**src/common/mips_ctrl_pkg.sv**
```systemverilog
package mips_ctrl_pkg;

  typedef enum logic [2:0] {
    ST_FETCH,
    ST_DECODE,
    ST_EXEC,
    ST_MEM,
    ST_WB,
    ST_HALT
  } state_t;

  typedef struct packed {
    logic pc_wen;
    logic ir_wen;
    logic reg_wen;
    logic src_b_imm;
    logic zero_ext;
    logic reg_dst_rd;
    logic wb_from_mem;
    logic mem_addr_alu;
    logic mul_start;
  } ctrl_t;

  // One multiplier bit per cycle.
  localparam int MULT_CYCLES = 32;
  localparam int MULT_CNT_W = $clog2(MULT_CYCLES) + 1;

  typedef logic [MULT_CNT_W-1:0] mul_cnt_t;

  localparam mul_cnt_t MULT_CNT_INIT = mul_cnt_t'(MULT_CYCLES);

endpackage

```
**src/common/mips_isa_pkg.sv**
```systemverilog
package mips_isa_pkg;

  typedef logic [31:0] word_t;
  typedef logic [4:0] regaddr_t;

  typedef enum logic [5:0] {
    OP_SPECIAL = 6'h00,
    OP_BEQ     = 6'h04,
    OP_BNE     = 6'h05,
    OP_ADDIU   = 6'h09,
    OP_ANDI    = 6'h0C,
    OP_ORI     = 6'h0D,
    OP_XORI    = 6'h0E,
    OP_LUI     = 6'h0F,
    OP_LW      = 6'h23,
    OP_SW      = 6'h2B
  } opcode_t;

  typedef enum logic [5:0] {
    FUNC_SLL   = 6'h00,
    FUNC_SRL   = 6'h02,
    FUNC_JR    = 6'h08,
    FUNC_MFHI  = 6'h10,
    FUNC_MFLO  = 6'h12,
    FUNC_MULTU = 6'h19,
    FUNC_ADDU  = 6'h21,
    FUNC_SUBU  = 6'h23,
    FUNC_AND   = 6'h24,
    FUNC_OR    = 6'h25,
    FUNC_XOR   = 6'h26,
    FUNC_SLT   = 6'h2A,
    FUNC_SLTU  = 6'h2B
  } funct_t;

  // Register-format low half.
  typedef struct packed {
    regaddr_t   rd;
    logic [4:0] shamt;
    funct_t     funct;
  } rtype_t;

  // The low 16 bits read either as rd/shamt/funct or as the immediate.
  typedef union packed {
    rtype_t      r;
    logic [15:0] immediate;
  } instr_low_t;

  typedef struct packed {
    opcode_t    opcode;
    regaddr_t   rs;
    regaddr_t   rt;
    instr_low_t low;
  } instr_fields_t;

  localparam word_t RESET_VECTOR = 32'hBFC0_0000;
  localparam regaddr_t REG_V0 = 5'd2;

endpackage

```
**src/alu/alu.sv**
```systemverilog
module alu (
  input  logic                        clk,
  input  logic                        rst_i,
  input  mips_isa_pkg::instr_fields_t instr_i,
  input  mips_ctrl_pkg::ctrl_t        ctrl_i,
  input  mips_isa_pkg::word_t         rs_i,
  input  mips_isa_pkg::word_t         rt_i,
  output mips_isa_pkg::word_t         result_o,
  output logic                        zero_o,
  output logic                        stall_o
);

  mips_isa_pkg::word_t imm_ext;
  mips_isa_pkg::word_t src_b;
  mips_isa_pkg::word_t hi_q;
  mips_isa_pkg::word_t lo_q;
  mips_isa_pkg::word_t mcand_q;
  mips_ctrl_pkg::mul_cnt_t mul_cnt;
  logic [15:0] imm;
  logic [4:0] shamt;
  logic [32:0] mul_sum;

  assign imm   = instr_i.low.immediate;
  assign shamt = instr_i.low.r.shamt;

  assign imm_ext = ctrl_i.zero_ext ? {16'h0000, imm} : {{16{imm[15]}}, imm};
  assign src_b   = ctrl_i.src_b_imm ? imm_ext : rt_i;

  always_comb begin
    result_o = '0;
    case (instr_i.opcode)
      mips_isa_pkg::OP_SPECIAL: begin
        case (instr_i.low.r.funct)
          mips_isa_pkg::FUNC_SLL:  result_o = rt_i << shamt;
          mips_isa_pkg::FUNC_SRL:  result_o = rt_i >> shamt;
          mips_isa_pkg::FUNC_ADDU: result_o = rs_i + src_b;
          mips_isa_pkg::FUNC_SUBU: result_o = rs_i - src_b;
          mips_isa_pkg::FUNC_AND:  result_o = rs_i & src_b;
          mips_isa_pkg::FUNC_OR:   result_o = rs_i | src_b;
          mips_isa_pkg::FUNC_XOR:  result_o = rs_i ^ src_b;
          mips_isa_pkg::FUNC_SLT:  result_o = {31'd0, $signed(rs_i) < $signed(src_b)};
          mips_isa_pkg::FUNC_SLTU: result_o = {31'd0, rs_i < src_b};
          mips_isa_pkg::FUNC_MFHI: result_o = hi_q;
          mips_isa_pkg::FUNC_MFLO: result_o = lo_q;
          default:                 result_o = '0;
        endcase
      end
      // Load and store addresses come from the same adder.
      mips_isa_pkg::OP_ADDIU, mips_isa_pkg::OP_LW, mips_isa_pkg::OP_SW: begin
        result_o = rs_i + src_b;
      end
      mips_isa_pkg::OP_ANDI: result_o = rs_i & src_b;
      mips_isa_pkg::OP_ORI:  result_o = rs_i | src_b;
      mips_isa_pkg::OP_XORI: result_o = rs_i ^ src_b;
      mips_isa_pkg::OP_LUI:  result_o = {imm, 16'h0000};
      default:               result_o = '0;
    endcase
  end

  assign zero_o = (rs_i == rt_i);

  // Shift-add step, HI accumulates while LO shifts the multiplier out.
  assign mul_sum = {1'b0, hi_q} + (lo_q[0] ? {1'b0, mcand_q} : 33'd0);
  assign stall_o = (mul_cnt != '0);

  always_ff @(posedge clk) begin
    if (rst_i) begin
      hi_q    <= '0;
      lo_q    <= '0;
      mul_cnt <= '0;
    end else if (ctrl_i.mul_start) begin
      hi_q    <= '0;
      lo_q    <= rt_i;
      mul_cnt <= mips_ctrl_pkg::MULT_CNT_INIT;
    end else if (stall_o) begin
      {hi_q, lo_q} <= {mul_sum, lo_q[31:1]};
      mul_cnt      <= mul_cnt - 1'b1;
    end
  end

  always_ff @(posedge clk) begin
    if (ctrl_i.mul_start) begin
      mcand_q <= rs_i;
    end
  end

  a_mul_len: assert property (@(posedge clk) disable iff (rst_i)
    $rose(stall_o) |-> ##(mips_ctrl_pkg::MULT_CYCLES) !stall_o);

endmodule

```
**src/source/cpu_control.sv**
```systemverilog
module cpu_control (
  input  logic                        clk,
  input  logic                        rst_i,
  input  mips_isa_pkg::instr_fields_t instr_i,
  input  logic                        waitrequest_i,
  input  logic                        stall_i,
  input  logic                        pc_zero_i,
  output mips_ctrl_pkg::ctrl_t        ctrl_o,
  output logic                        read_o,
  output logic                        write_o,
  output mips_ctrl_pkg::state_t       state_o,
  output logic                        active_o
);

  mips_ctrl_pkg::state_t state_q;
  mips_ctrl_pkg::state_t state_d;
  mips_isa_pkg::opcode_t op;
  mips_isa_pkg::funct_t  fn;
  logic is_special;
  logic is_mem;
  logic is_branch;
  logic is_jr;
  logic is_multu;
  logic writes_reg;

  assign op = instr_i.opcode;
  assign fn = instr_i.low.r.funct;

  assign is_special = (op == mips_isa_pkg::OP_SPECIAL);
  assign is_mem     = (op == mips_isa_pkg::OP_LW) || (op == mips_isa_pkg::OP_SW);
  assign is_branch  = (op == mips_isa_pkg::OP_BEQ) || (op == mips_isa_pkg::OP_BNE);
  assign is_jr      = is_special && (fn == mips_isa_pkg::FUNC_JR);
  assign is_multu   = is_special && (fn == mips_isa_pkg::FUNC_MULTU);

  // Everything but JR, MULTU, stores and branches writes a register.
  assign writes_reg = is_special ? !(is_jr || is_multu)
                                 : !(is_branch || op == mips_isa_pkg::OP_SW);

  always_ff @(posedge clk) begin
    if (rst_i) begin
      state_q <= mips_ctrl_pkg::ST_FETCH;
    end else begin
      state_q <= state_d;
    end
  end

  always_comb begin
    ctrl_o = '0;
    // Operand and mux selects follow the instruction in every state.
    ctrl_o.src_b_imm    = !is_special && !is_branch;
    ctrl_o.zero_ext     = (op == mips_isa_pkg::OP_ANDI) || (op == mips_isa_pkg::OP_ORI) ||
                          (op == mips_isa_pkg::OP_XORI);
    ctrl_o.reg_dst_rd   = is_special;
    ctrl_o.wb_from_mem  = (op == mips_isa_pkg::OP_LW);
    ctrl_o.mem_addr_alu = (state_q == mips_ctrl_pkg::ST_MEM);
    read_o  = 1'b0;
    write_o = 1'b0;
    state_d = state_q;
    case (state_q)
      mips_ctrl_pkg::ST_FETCH: begin
        // No fetch request while reset is held.
        read_o        = !rst_i;
        ctrl_o.ir_wen = !rst_i && !waitrequest_i;
        if (!waitrequest_i) begin
          state_d = mips_ctrl_pkg::ST_DECODE;
        end
      end
      mips_ctrl_pkg::ST_DECODE: begin
        // Start here so stall is already high in the first EXEC cycle.
        ctrl_o.mul_start = is_multu;
        state_d = mips_ctrl_pkg::ST_EXEC;
      end
      mips_ctrl_pkg::ST_EXEC: begin
        if (!stall_i) begin
          state_d = is_mem ? mips_ctrl_pkg::ST_MEM : mips_ctrl_pkg::ST_WB;
        end
      end
      mips_ctrl_pkg::ST_MEM: begin
        read_o  = (op == mips_isa_pkg::OP_LW);
        write_o = (op == mips_isa_pkg::OP_SW);
        if (!waitrequest_i) begin
          state_d = mips_ctrl_pkg::ST_WB;
        end
      end
      mips_ctrl_pkg::ST_WB: begin
        ctrl_o.reg_wen = writes_reg;
        ctrl_o.pc_wen  = is_branch || is_jr;
        state_d = pc_zero_i ? mips_ctrl_pkg::ST_HALT : mips_ctrl_pkg::ST_FETCH;
      end
      mips_ctrl_pkg::ST_HALT: state_d = mips_ctrl_pkg::ST_HALT;
      default: state_d = mips_ctrl_pkg::ST_FETCH;
    endcase
  end

  assign state_o  = state_q;
  assign active_o = (state_q != mips_ctrl_pkg::ST_HALT);

  a_rd_wr_excl: assert property (@(posedge clk) disable iff (rst_i) !(read_o && write_o));

  a_halt_sticky: assert property (@(posedge clk) disable iff (rst_i)
    state_q == mips_ctrl_pkg::ST_HALT |=> state_q == mips_ctrl_pkg::ST_HALT);

endmodule

```
**src/source/mips_cpu_bus.sv**
```systemverilog
module mips_cpu_bus (
  input  logic                clk,
  input  logic                rst_i,
  output logic                active_o,
  output mips_isa_pkg::word_t register_v0_o,

  // Avalon-MM master.
  output mips_isa_pkg::word_t address_o,
  output logic                write_o,
  output logic                read_o,
  input  logic                waitrequest_i,
  output mips_isa_pkg::word_t writedata_o,
  output logic [3:0]          byteenable_o,
  input  mips_isa_pkg::word_t readdata_i
);

  mips_ctrl_pkg::ctrl_t        ctrl;
  mips_ctrl_pkg::state_t       state;
  mips_isa_pkg::instr_fields_t instr;
  mips_isa_pkg::word_t         pc;
  mips_isa_pkg::word_t         rs_data;
  mips_isa_pkg::word_t         rt_data;
  mips_isa_pkg::word_t         alu_result;
  mips_isa_pkg::word_t         load_q;
  mips_isa_pkg::word_t         wr_data;
  mips_isa_pkg::regaddr_t      wr_addr;
  logic alu_zero;
  logic alu_stall;
  logic pc_zero;

  // A JR to address zero in write-back ends the program.
  assign pc_zero = (state == mips_ctrl_pkg::ST_WB) &&
                   (instr.opcode == mips_isa_pkg::OP_SPECIAL) &&
                   (instr.low.r.funct == mips_isa_pkg::FUNC_JR) && (rs_data == '0);

  cpu_control u_cpu_control (
    .clk          (clk),
    .rst_i        (rst_i),
    .instr_i      (instr),
    .waitrequest_i(waitrequest_i),
    .stall_i      (alu_stall),
    .pc_zero_i    (pc_zero),
    .ctrl_o       (ctrl),
    .read_o       (read_o),
    .write_o      (write_o),
    .state_o      (state),
    .active_o     (active_o)
  );

  pc_ir u_pc_ir (
    .clk       (clk),
    .rst_i     (rst_i),
    .ctrl_i    (ctrl),
    .readdata_i(readdata_i),
    .rs_data_i (rs_data),
    .zero_i    (alu_zero),
    .pc_o      (pc),
    .instr_o   (instr)
  );

  regfile u_regfile (
    .clk      (clk),
    .rst_i    (rst_i),
    .instr_i  (instr),
    .wr_addr_i(wr_addr),
    .wr_data_i(wr_data),
    .wr_en_i  (ctrl.reg_wen),
    .rs_data_o(rs_data),
    .rt_data_o(rt_data),
    .v0_o     (register_v0_o)
  );

  alu u_alu (
    .clk     (clk),
    .rst_i   (rst_i),
    .instr_i (instr),
    .ctrl_i  (ctrl),
    .rs_i    (rs_data),
    .rt_i    (rt_data),
    .result_o(alu_result),
    .zero_o  (alu_zero),
    .stall_o (alu_stall)
  );

  // Readdata is only valid in the completing MEM cycle, so hold it for WB.
  always_ff @(posedge clk) begin
    if (state == mips_ctrl_pkg::ST_MEM && !waitrequest_i) begin
      load_q <= readdata_i;
    end
  end

  assign wr_data = ctrl.wb_from_mem ? load_q : alu_result;
  assign wr_addr = ctrl.reg_dst_rd ? instr.low.r.rd : instr.rt;

  assign address_o    = ctrl.mem_addr_alu ? alu_result : pc;
  assign writedata_o  = rt_data;
  assign byteenable_o = 4'b1111;

endmodule

```
**src/source/pc_ir.sv**
```systemverilog
module pc_ir (
  input  logic                        clk,
  input  logic                        rst_i,
  input  mips_ctrl_pkg::ctrl_t        ctrl_i,
  input  mips_isa_pkg::word_t         readdata_i,
  input  mips_isa_pkg::word_t         rs_data_i,
  input  logic                        zero_i,
  output mips_isa_pkg::word_t         pc_o,
  output mips_isa_pkg::instr_fields_t instr_o
);

  mips_isa_pkg::word_t pc_q;
  mips_isa_pkg::word_t pc_next;
  mips_isa_pkg::instr_fields_t instr_q;
  logic [15:0] imm;
  logic is_beq;
  logic is_branch;
  logic take;

  assign imm       = instr_q.low.immediate;
  assign is_beq    = (instr_q.opcode == mips_isa_pkg::OP_BEQ);
  assign is_branch = is_beq || (instr_q.opcode == mips_isa_pkg::OP_BNE);

  // PC already points past the branch, no delay slot.
  assign pc_next = is_branch ? pc_q + {{14{imm[15]}}, imm, 2'b00} : rs_data_i;
  assign take    = !is_branch || (zero_i == is_beq);

  always_ff @(posedge clk) begin
    if (rst_i) begin
      pc_q <= mips_isa_pkg::RESET_VECTOR;
    end else if (ctrl_i.ir_wen) begin
      pc_q <= pc_q + 32'd4;
    end else if (ctrl_i.pc_wen && take) begin
      pc_q <= pc_next;
    end
  end

  always_ff @(posedge clk) begin
    if (ctrl_i.ir_wen) begin
      instr_q <= mips_isa_pkg::instr_fields_t'(readdata_i);
    end
  end

  assign pc_o    = pc_q;
  assign instr_o = instr_q;

endmodule

```
**src/source/regfile.sv**
```systemverilog
module regfile (
  input  logic                        clk,
  input  logic                        rst_i,
  input  mips_isa_pkg::instr_fields_t instr_i,
  input  mips_isa_pkg::regaddr_t      wr_addr_i,
  input  mips_isa_pkg::word_t         wr_data_i,
  input  logic                        wr_en_i,
  output mips_isa_pkg::word_t         rs_data_o,
  output mips_isa_pkg::word_t         rt_data_o,
  output mips_isa_pkg::word_t         v0_o
);

  mips_isa_pkg::word_t regs [32];

  always_ff @(posedge clk) begin
    if (rst_i) begin
      for (int i = 0; i < 32; i++) begin
        regs[i] <= '0;
      end
    end else if (wr_en_i && wr_addr_i != '0) begin
      // Register 0 is never written and stays zero.
      regs[wr_addr_i] <= wr_data_i;
    end
  end

  assign rs_data_o = regs[instr_i.rs];
  assign rt_data_o = regs[instr_i.rt];
  assign v0_o      = regs[mips_isa_pkg::REG_V0];

  a_wr_addr_known: assert property (@(posedge clk) disable iff (rst_i)
    wr_en_i |-> !$isunknown(wr_addr_i));

endmodule

```
**config.mk**
```make
export PLATFORM = sky130hd
export DESIGN_NAME = mips_cpu_bus
export DESIGN_NICKNAME = d
export VERILOG_FILES = /design/src/common/mips_ctrl_pkg.sv /design/src/common/mips_isa_pkg.sv /design/src/alu/alu.sv /design/src/source/cpu_control.sv /design/src/source/mips_cpu_bus.sv /design/src/source/pc_ir.sv /design/src/source/regfile.sv
export SDC_FILE = /design/constraint.sdc
export NUM_CORES = 2
export LEC_CHECK = 0
export BUFFER_PORTS_ARGS = -buffer_cell sky130_fd_sc_hd__buf_2
export CORE_ASPECT_RATIO = 1.75
export CORE_MARGIN = 2
export CORE_UTILIZATION = 59
export DETAILED_ROUTE_END_ITERATION = 6
export PLACE_DENSITY = 0.72
export SLEW_MARGIN = 20
export SYNTH_ARGS = -nofsm -noshare
export SYNTH_HDL_FRONTEND = slang
export SYNTH_SLANG_ARGS = --single-unit
```
**constraint.sdc**
```tcl
create_clock -name clk -period 12.3 [get_ports clk]
set_input_delay 2.46 -clock clk [delete_from_list [all_inputs] [get_ports clk]]
set_output_delay 2.46 -clock clk [all_outputs]
set_load 0.05 [all_outputs]
```
==> summary.txt, run 1 <==
Clock tree
  – H-tree levels: 3
  – # resized after CTS: 0
  – Root Buffer: clkbuf_16
  – Clock tree buffer depth: 3
  – Num CTS Buffers: 114
  – CTS Sinks: 1235
  – Post-CTS setup buffer count: 0
  – Hold_buf cts: 0

Global routing
  – Remaining global-route overflow: 6
  – First-pass GRT wire length: 641000 microns
  – Gr usage total: 67.1%
  – Largest net degree at the start of global routing: 93
  – Vias in the first global route: 76400

Yosys
  – Top-area cell type share of the netlist area: 41.9%
  – Syn_area_per_cell: 11.3 sq um
  – YS warnings: 0
  – Synth area leaders: edfxtp_1 42%, mux4_2 15%, nor2_1 5.6%
  – Post-synth ARST share: 0%
  – Yosys top cell by area: edfxtp_1
  – Synth cell types: 101
  – Number of flops mapped to enable cells by yosys: 1120
  – Sequential fraction of the synthesis area: 44.7%
  – Syn Inst Count: 7114
  – Main synth FF type: edfxtp_1
  – Mapped cell area: 80400 sq um
  – Number of synthesized register bits: 1235

Die
  – # IOs: 138
  – Row cnt: 179
  – Die Span Y: 492 microns
  – Die width: 283 microns
  – Starting Density: 59.3%

Placed design
  – Final GP Congestion: 1.23
  – Dpl hpwl: 297000 microns
  – Number of port buffers: 133
  – Placed Instance Area: 83300 sq um

Status
  – Fail Step: global routing
  – Status: did not finish
  – Stop err: [ERROR GRT-0116] Global routing finished with congestion. Check the congestion regions in the DRC Viewer.
## cells in the mapped netlist, types with 25 or more instances
cell	count
nand4_1	53
o22ai_1	33
dfxtp_1	115
nand2_1	448
buf_1	47
a22oi_1	286
a22o_1	45
o21ai_0	192
buf_6	32
nor4_1	34
inv_1	165
edfxtp_1	1120
nor3_1	168
mux2i_1	431
a21oi_1	240
nor2_1	1209
a21o_1	59
o211ai_1	41
clkbuf_1	391
nand2b_1	27
a211oi_1	57
and2_1	64
o21bai_1	25
xnor2_1	100
nor2b_1	32
xor2_1	31
nor3_2	32
nand3_1	169
a31oi_1	38
and3_1	44
ha_1	159
buf_4	42
a221oi_1	53
mux4_2	550
buf_2	157
mux2_2	51
## layer usage
metal  overflow  track usage, %
met4          4            71.5
met2          1            89.1
met1          0            65.6
met3          1            43.8
met5          0            19.3
## kinds of logic after synthesis
family | count (synthesis) | synth area share [%]
muxes | 1047 | 22.0
AOI/OAI and AO/OA | 1322 | 11.5
xor gates and xnor gates | 131 | 1.43
other | 2 | 0.00935
and+or+nand+nor | 2369 | 13.1
DFF | 1235 | 44.7
buffers and inverters | 845 | 4.76
adders and majority gates | 163 | 2.58
## through the flow
stage / setup slack [ns] / instances
2_1_floorplan: 3.29 / 7148
3_3_place_gp: 1.65 / 8712
3_5_place_dp: 1.61 / 8713
4_1_cts: 0.771 / 8930
==> run 2: changes to the inputs <==
--- a/config.mk
+++ b/config.mk
@@ -6,11 +6,10 @@
 export NUM_CORES = 2
 export LEC_CHECK = 0
 export BUFFER_PORTS_ARGS = -buffer_cell sky130_fd_sc_hd__buf_2
-export CORE_ASPECT_RATIO = 1.75
 export CORE_MARGIN = 2
-export CORE_UTILIZATION = 59
+export CORE_UTILIZATION = 40
 export DETAILED_ROUTE_END_ITERATION = 6
-export PLACE_DENSITY = 0.72
+export PLACE_DENSITY_LB_ADDON = 0.15
 export SLEW_MARGIN = 20
 export SYNTH_ARGS = -nofsm -noshare
 export SYNTH_HDL_FRONTEND = slang
==> summary.txt, run 2 <==
Status
  – Status: finished with violations
  – Failing checks: DRC

Placed design
  – Dpl hpwl: 298000 microns
  – Placed cells: 9561
  – Final GP Congestion: 1.06
  – DP Worst Slack: 1.52 ns
  – Number of port buffers: 133

Worst setup path
  – R2R depth: 20
  – Crit path capture type: output port
  – R2r setup slk: 2.93 ns
  – Setup CP Type: reg2out
  – CP arrival: 9.64 ns
  – CP required: 9.84 ns
  – CP Max Fanout: 47
  – Worst R2R End: u_regfile.regs[20][26]$_SDFFCE_PN0P_
  – CP startpoint kind: register

Global routing
  – Largest net degree at the start of global routing: 96
  – Vias in the first global route: 66100
  – Initial antenna violation count: 32
  – Gr usage total: 42.2%
  – First-pass GRT wire length: 588000 microns
  – Remaining global-route overflow: 0

Route
  – ANT nets after route: 0
  – DRT Pass-1 Iters: 7
  – Number of vias per cell: 7.15
  – Wire per inst: 44.5 microns
  – Initial DRC Count: 11800
  – Drt drc: 6
  – Detailed Route WL: 439000 microns
  – Via count: 70500

Yosys
  – Number of flops mapped to enable cells by yosys: 1120
  – Sequential fraction of the synthesis area: 44.7%
  – Syn_area_per_cell: 11.3 sq um
  – Post-synth ARST share: 0%
  – Mapped cell area: 80400 sq um
  – Most frequent cell after synthesis: nor2_1
  – Synth area leaders: edfxtp_1 42%, mux4_2 15%, nor2_1 5.6%
  – Syn Inst Count: 7114
  – Number of synthesized register bits: 1235
  – Yosys top cell by area: edfxtp_1
  – Synth cell types: 101
  – Top-area cell type share of the netlist area: 41.9%
  – Top post-synthesis cells by count: 1209 x nor2_1, 1120 x edfxtp_1, 550 x mux4_2
  – Main synth FF type: edfxtp_1
  – YS warnings: 0

STA
  – Slew HR: 17.6%
  – Tmin final: 12.10 ns
  – Max Transition Viols Final: 0
  – Fmax: 82.6 MHz
  – Endpoints failing setup: 0
  – Worst setup margin: 0.197 ns
  – Worst Tran Pin Value: 1.23 ns
  – RSZ-0062 raised after global routing: false
  – Endpoints failing hold: 0
  – Setup TNS: 0 ns
  – Final period util: 98.4%
  – Worst clock skew: 0.0538 ns

Power
  – Leak: 0.0317 uW
  – Pwr Total: 19500 uW
  – Total power per unit cell area: 218 nW/um^2
  – VDD IR-drop max: 0.000165 V

Die
  – # IOs: 138
  – Die area: 204000 sq um
  – Core ar.: 200000 sq um
  – Die Span Y: 452 microns
  – Row cnt: 164
  – Starting Density: 40.2%
  – Die width: 452 microns

Final layout
  – Total Nets Final: 7255
  – Commonest non-fill, non-tap cell in the layout: nor2_1
  – Max FFs per register: 1024
  – Utilization after layout: 44.8%
  – Most frequent cells in the layout: 1198 x nor2_1, 1120 x edfxtp_1, 550 x mux4_2, 424 x mux2i_1, 389 x nand2_1
  – Share of cells above drive strength 1: 20.5%
  – Post-Layout Cell Count: 9861
  – Reg with most FFs: u_regfile.regs
  – Area growth from synthesis to layout: 11.2%

Clock tree
  – Num CTS Buffers: 148
  – Clock tree buffer depth: 3
  – # resized after CTS: 0
  – CTS tree: done
  – Root Buffer: clkbuf_16
  – Hold_buf cts: 0
  – Post-CTS setup buffer count: 0
  – Clock-pin slew on the worst setup and hold paths: 0.06 ns
  – CTS Sinks: 1235
  – Skew-Pair Late Insertion Delay: 0.87 ns
  – H-tree levels: 4

Hold path
  – Hold Path Stages: 2
  – Min-Delay Path Class: reg2reg
  – HP Start: u_pc_ir.instr_o[21]$_DFFE_PP_

Job
  – Max-cap violations: 0
[run 2: cell counts after synthesis]
Identical to the previous run, type by type.
[run 2: logic make-up (layout without fill, tap and decap cells)]
logic type               after synthesis  after routing  synth area share [%]
AND/OR/NAND/NOR                     2369           2369                  13.1
multiplexers                        1047           1047                  22.0
other                                  2             60               0.00935
adder cells (fa/ha/maj)              163            163                  2.58
XOR/XNOR                             131            131                  1.43
buffers and inverters                845            878                  4.76
flip-flops                          1235           1235                  44.7
AO/OA/AOI/OAI                       1322           1322                  11.5
[run 2: how the worst max path moves through the flow]
stage	end	slack (ns)	cells after the start	startpoint
detailed placement	address_o[26]	1.52	20	register
floorplan	address_o[20]	3.29	24	register
finish	address_o[26]	0.20	20	register
global placement	address_o[26]	1.03	20	register
global route	address_o[26]	0.17	20	register
CTS	address_o[26]	0.58	20	register
[run 2: per-layer routing]
layer / wire, microns / track usage [%]
met1: 158000 / 52.6
met2: 189000 / 61.6
met3: 55500 / 13.8
met4: 36500 / 29.6
met5: 144 / 0
[run 2: critical path, stage by stage (launching register included)]
cell      delay [ns]
dfxtp_4         0.96
buf_12          0.43
buf_4           0.45
mux4_2          0.56
mux2_2          0.34
a221oi_2        0.91
inv_1           0.21
a21oi_1         0.34
ha_1            0.53
nor4_1          0.56
and4b_1         0.34
a21oi_1         0.08
o21ai_0         0.09
a211o_1         0.21
xnor2_1         0.28
o221ai_1        0.21
o41ai_1         0.95
o221ai_1        0.56
nor2_1          0.28
nor2_1          0.11
buf_2           0.23
[run 2: power by group]
part	internal (uW)	total, uW	switching, uW
Sequential	4790	5070	275
Clock	2560	4560	2000
Combinational	3050	9880	6830
[run 2: per-stage QoR]
| stage | area [sq um] | hold WS, ns |
|---|---|---|
| 6_report | 89400 | 0.470 |
| 5_1_grt | 89300 | 0.513 |
| 4_1_cts | 89200 | 0.469 |
| 3_5_place_dp | 84300 | 0.431 |
| 3_3_place_gp | 84300 | 0.456 |
| 2_1_floorplan | 80500 | 0.415 |
[run 2: area by class of cell]
cell class | instances | area [sq um]
inverters | 172 | 652
fillers | 18400 | 110000
clock inverters | 90 | 970
repair buffers | 432 | 3110
clock buffers | 184 | 3940
multi-input cells | 5068 | 41400
flip-flops and latches | 1235 | 36000
diodes | 24 | 60.1
well taps | 2656 | 3320
Power figures use the tool's default switching activity.
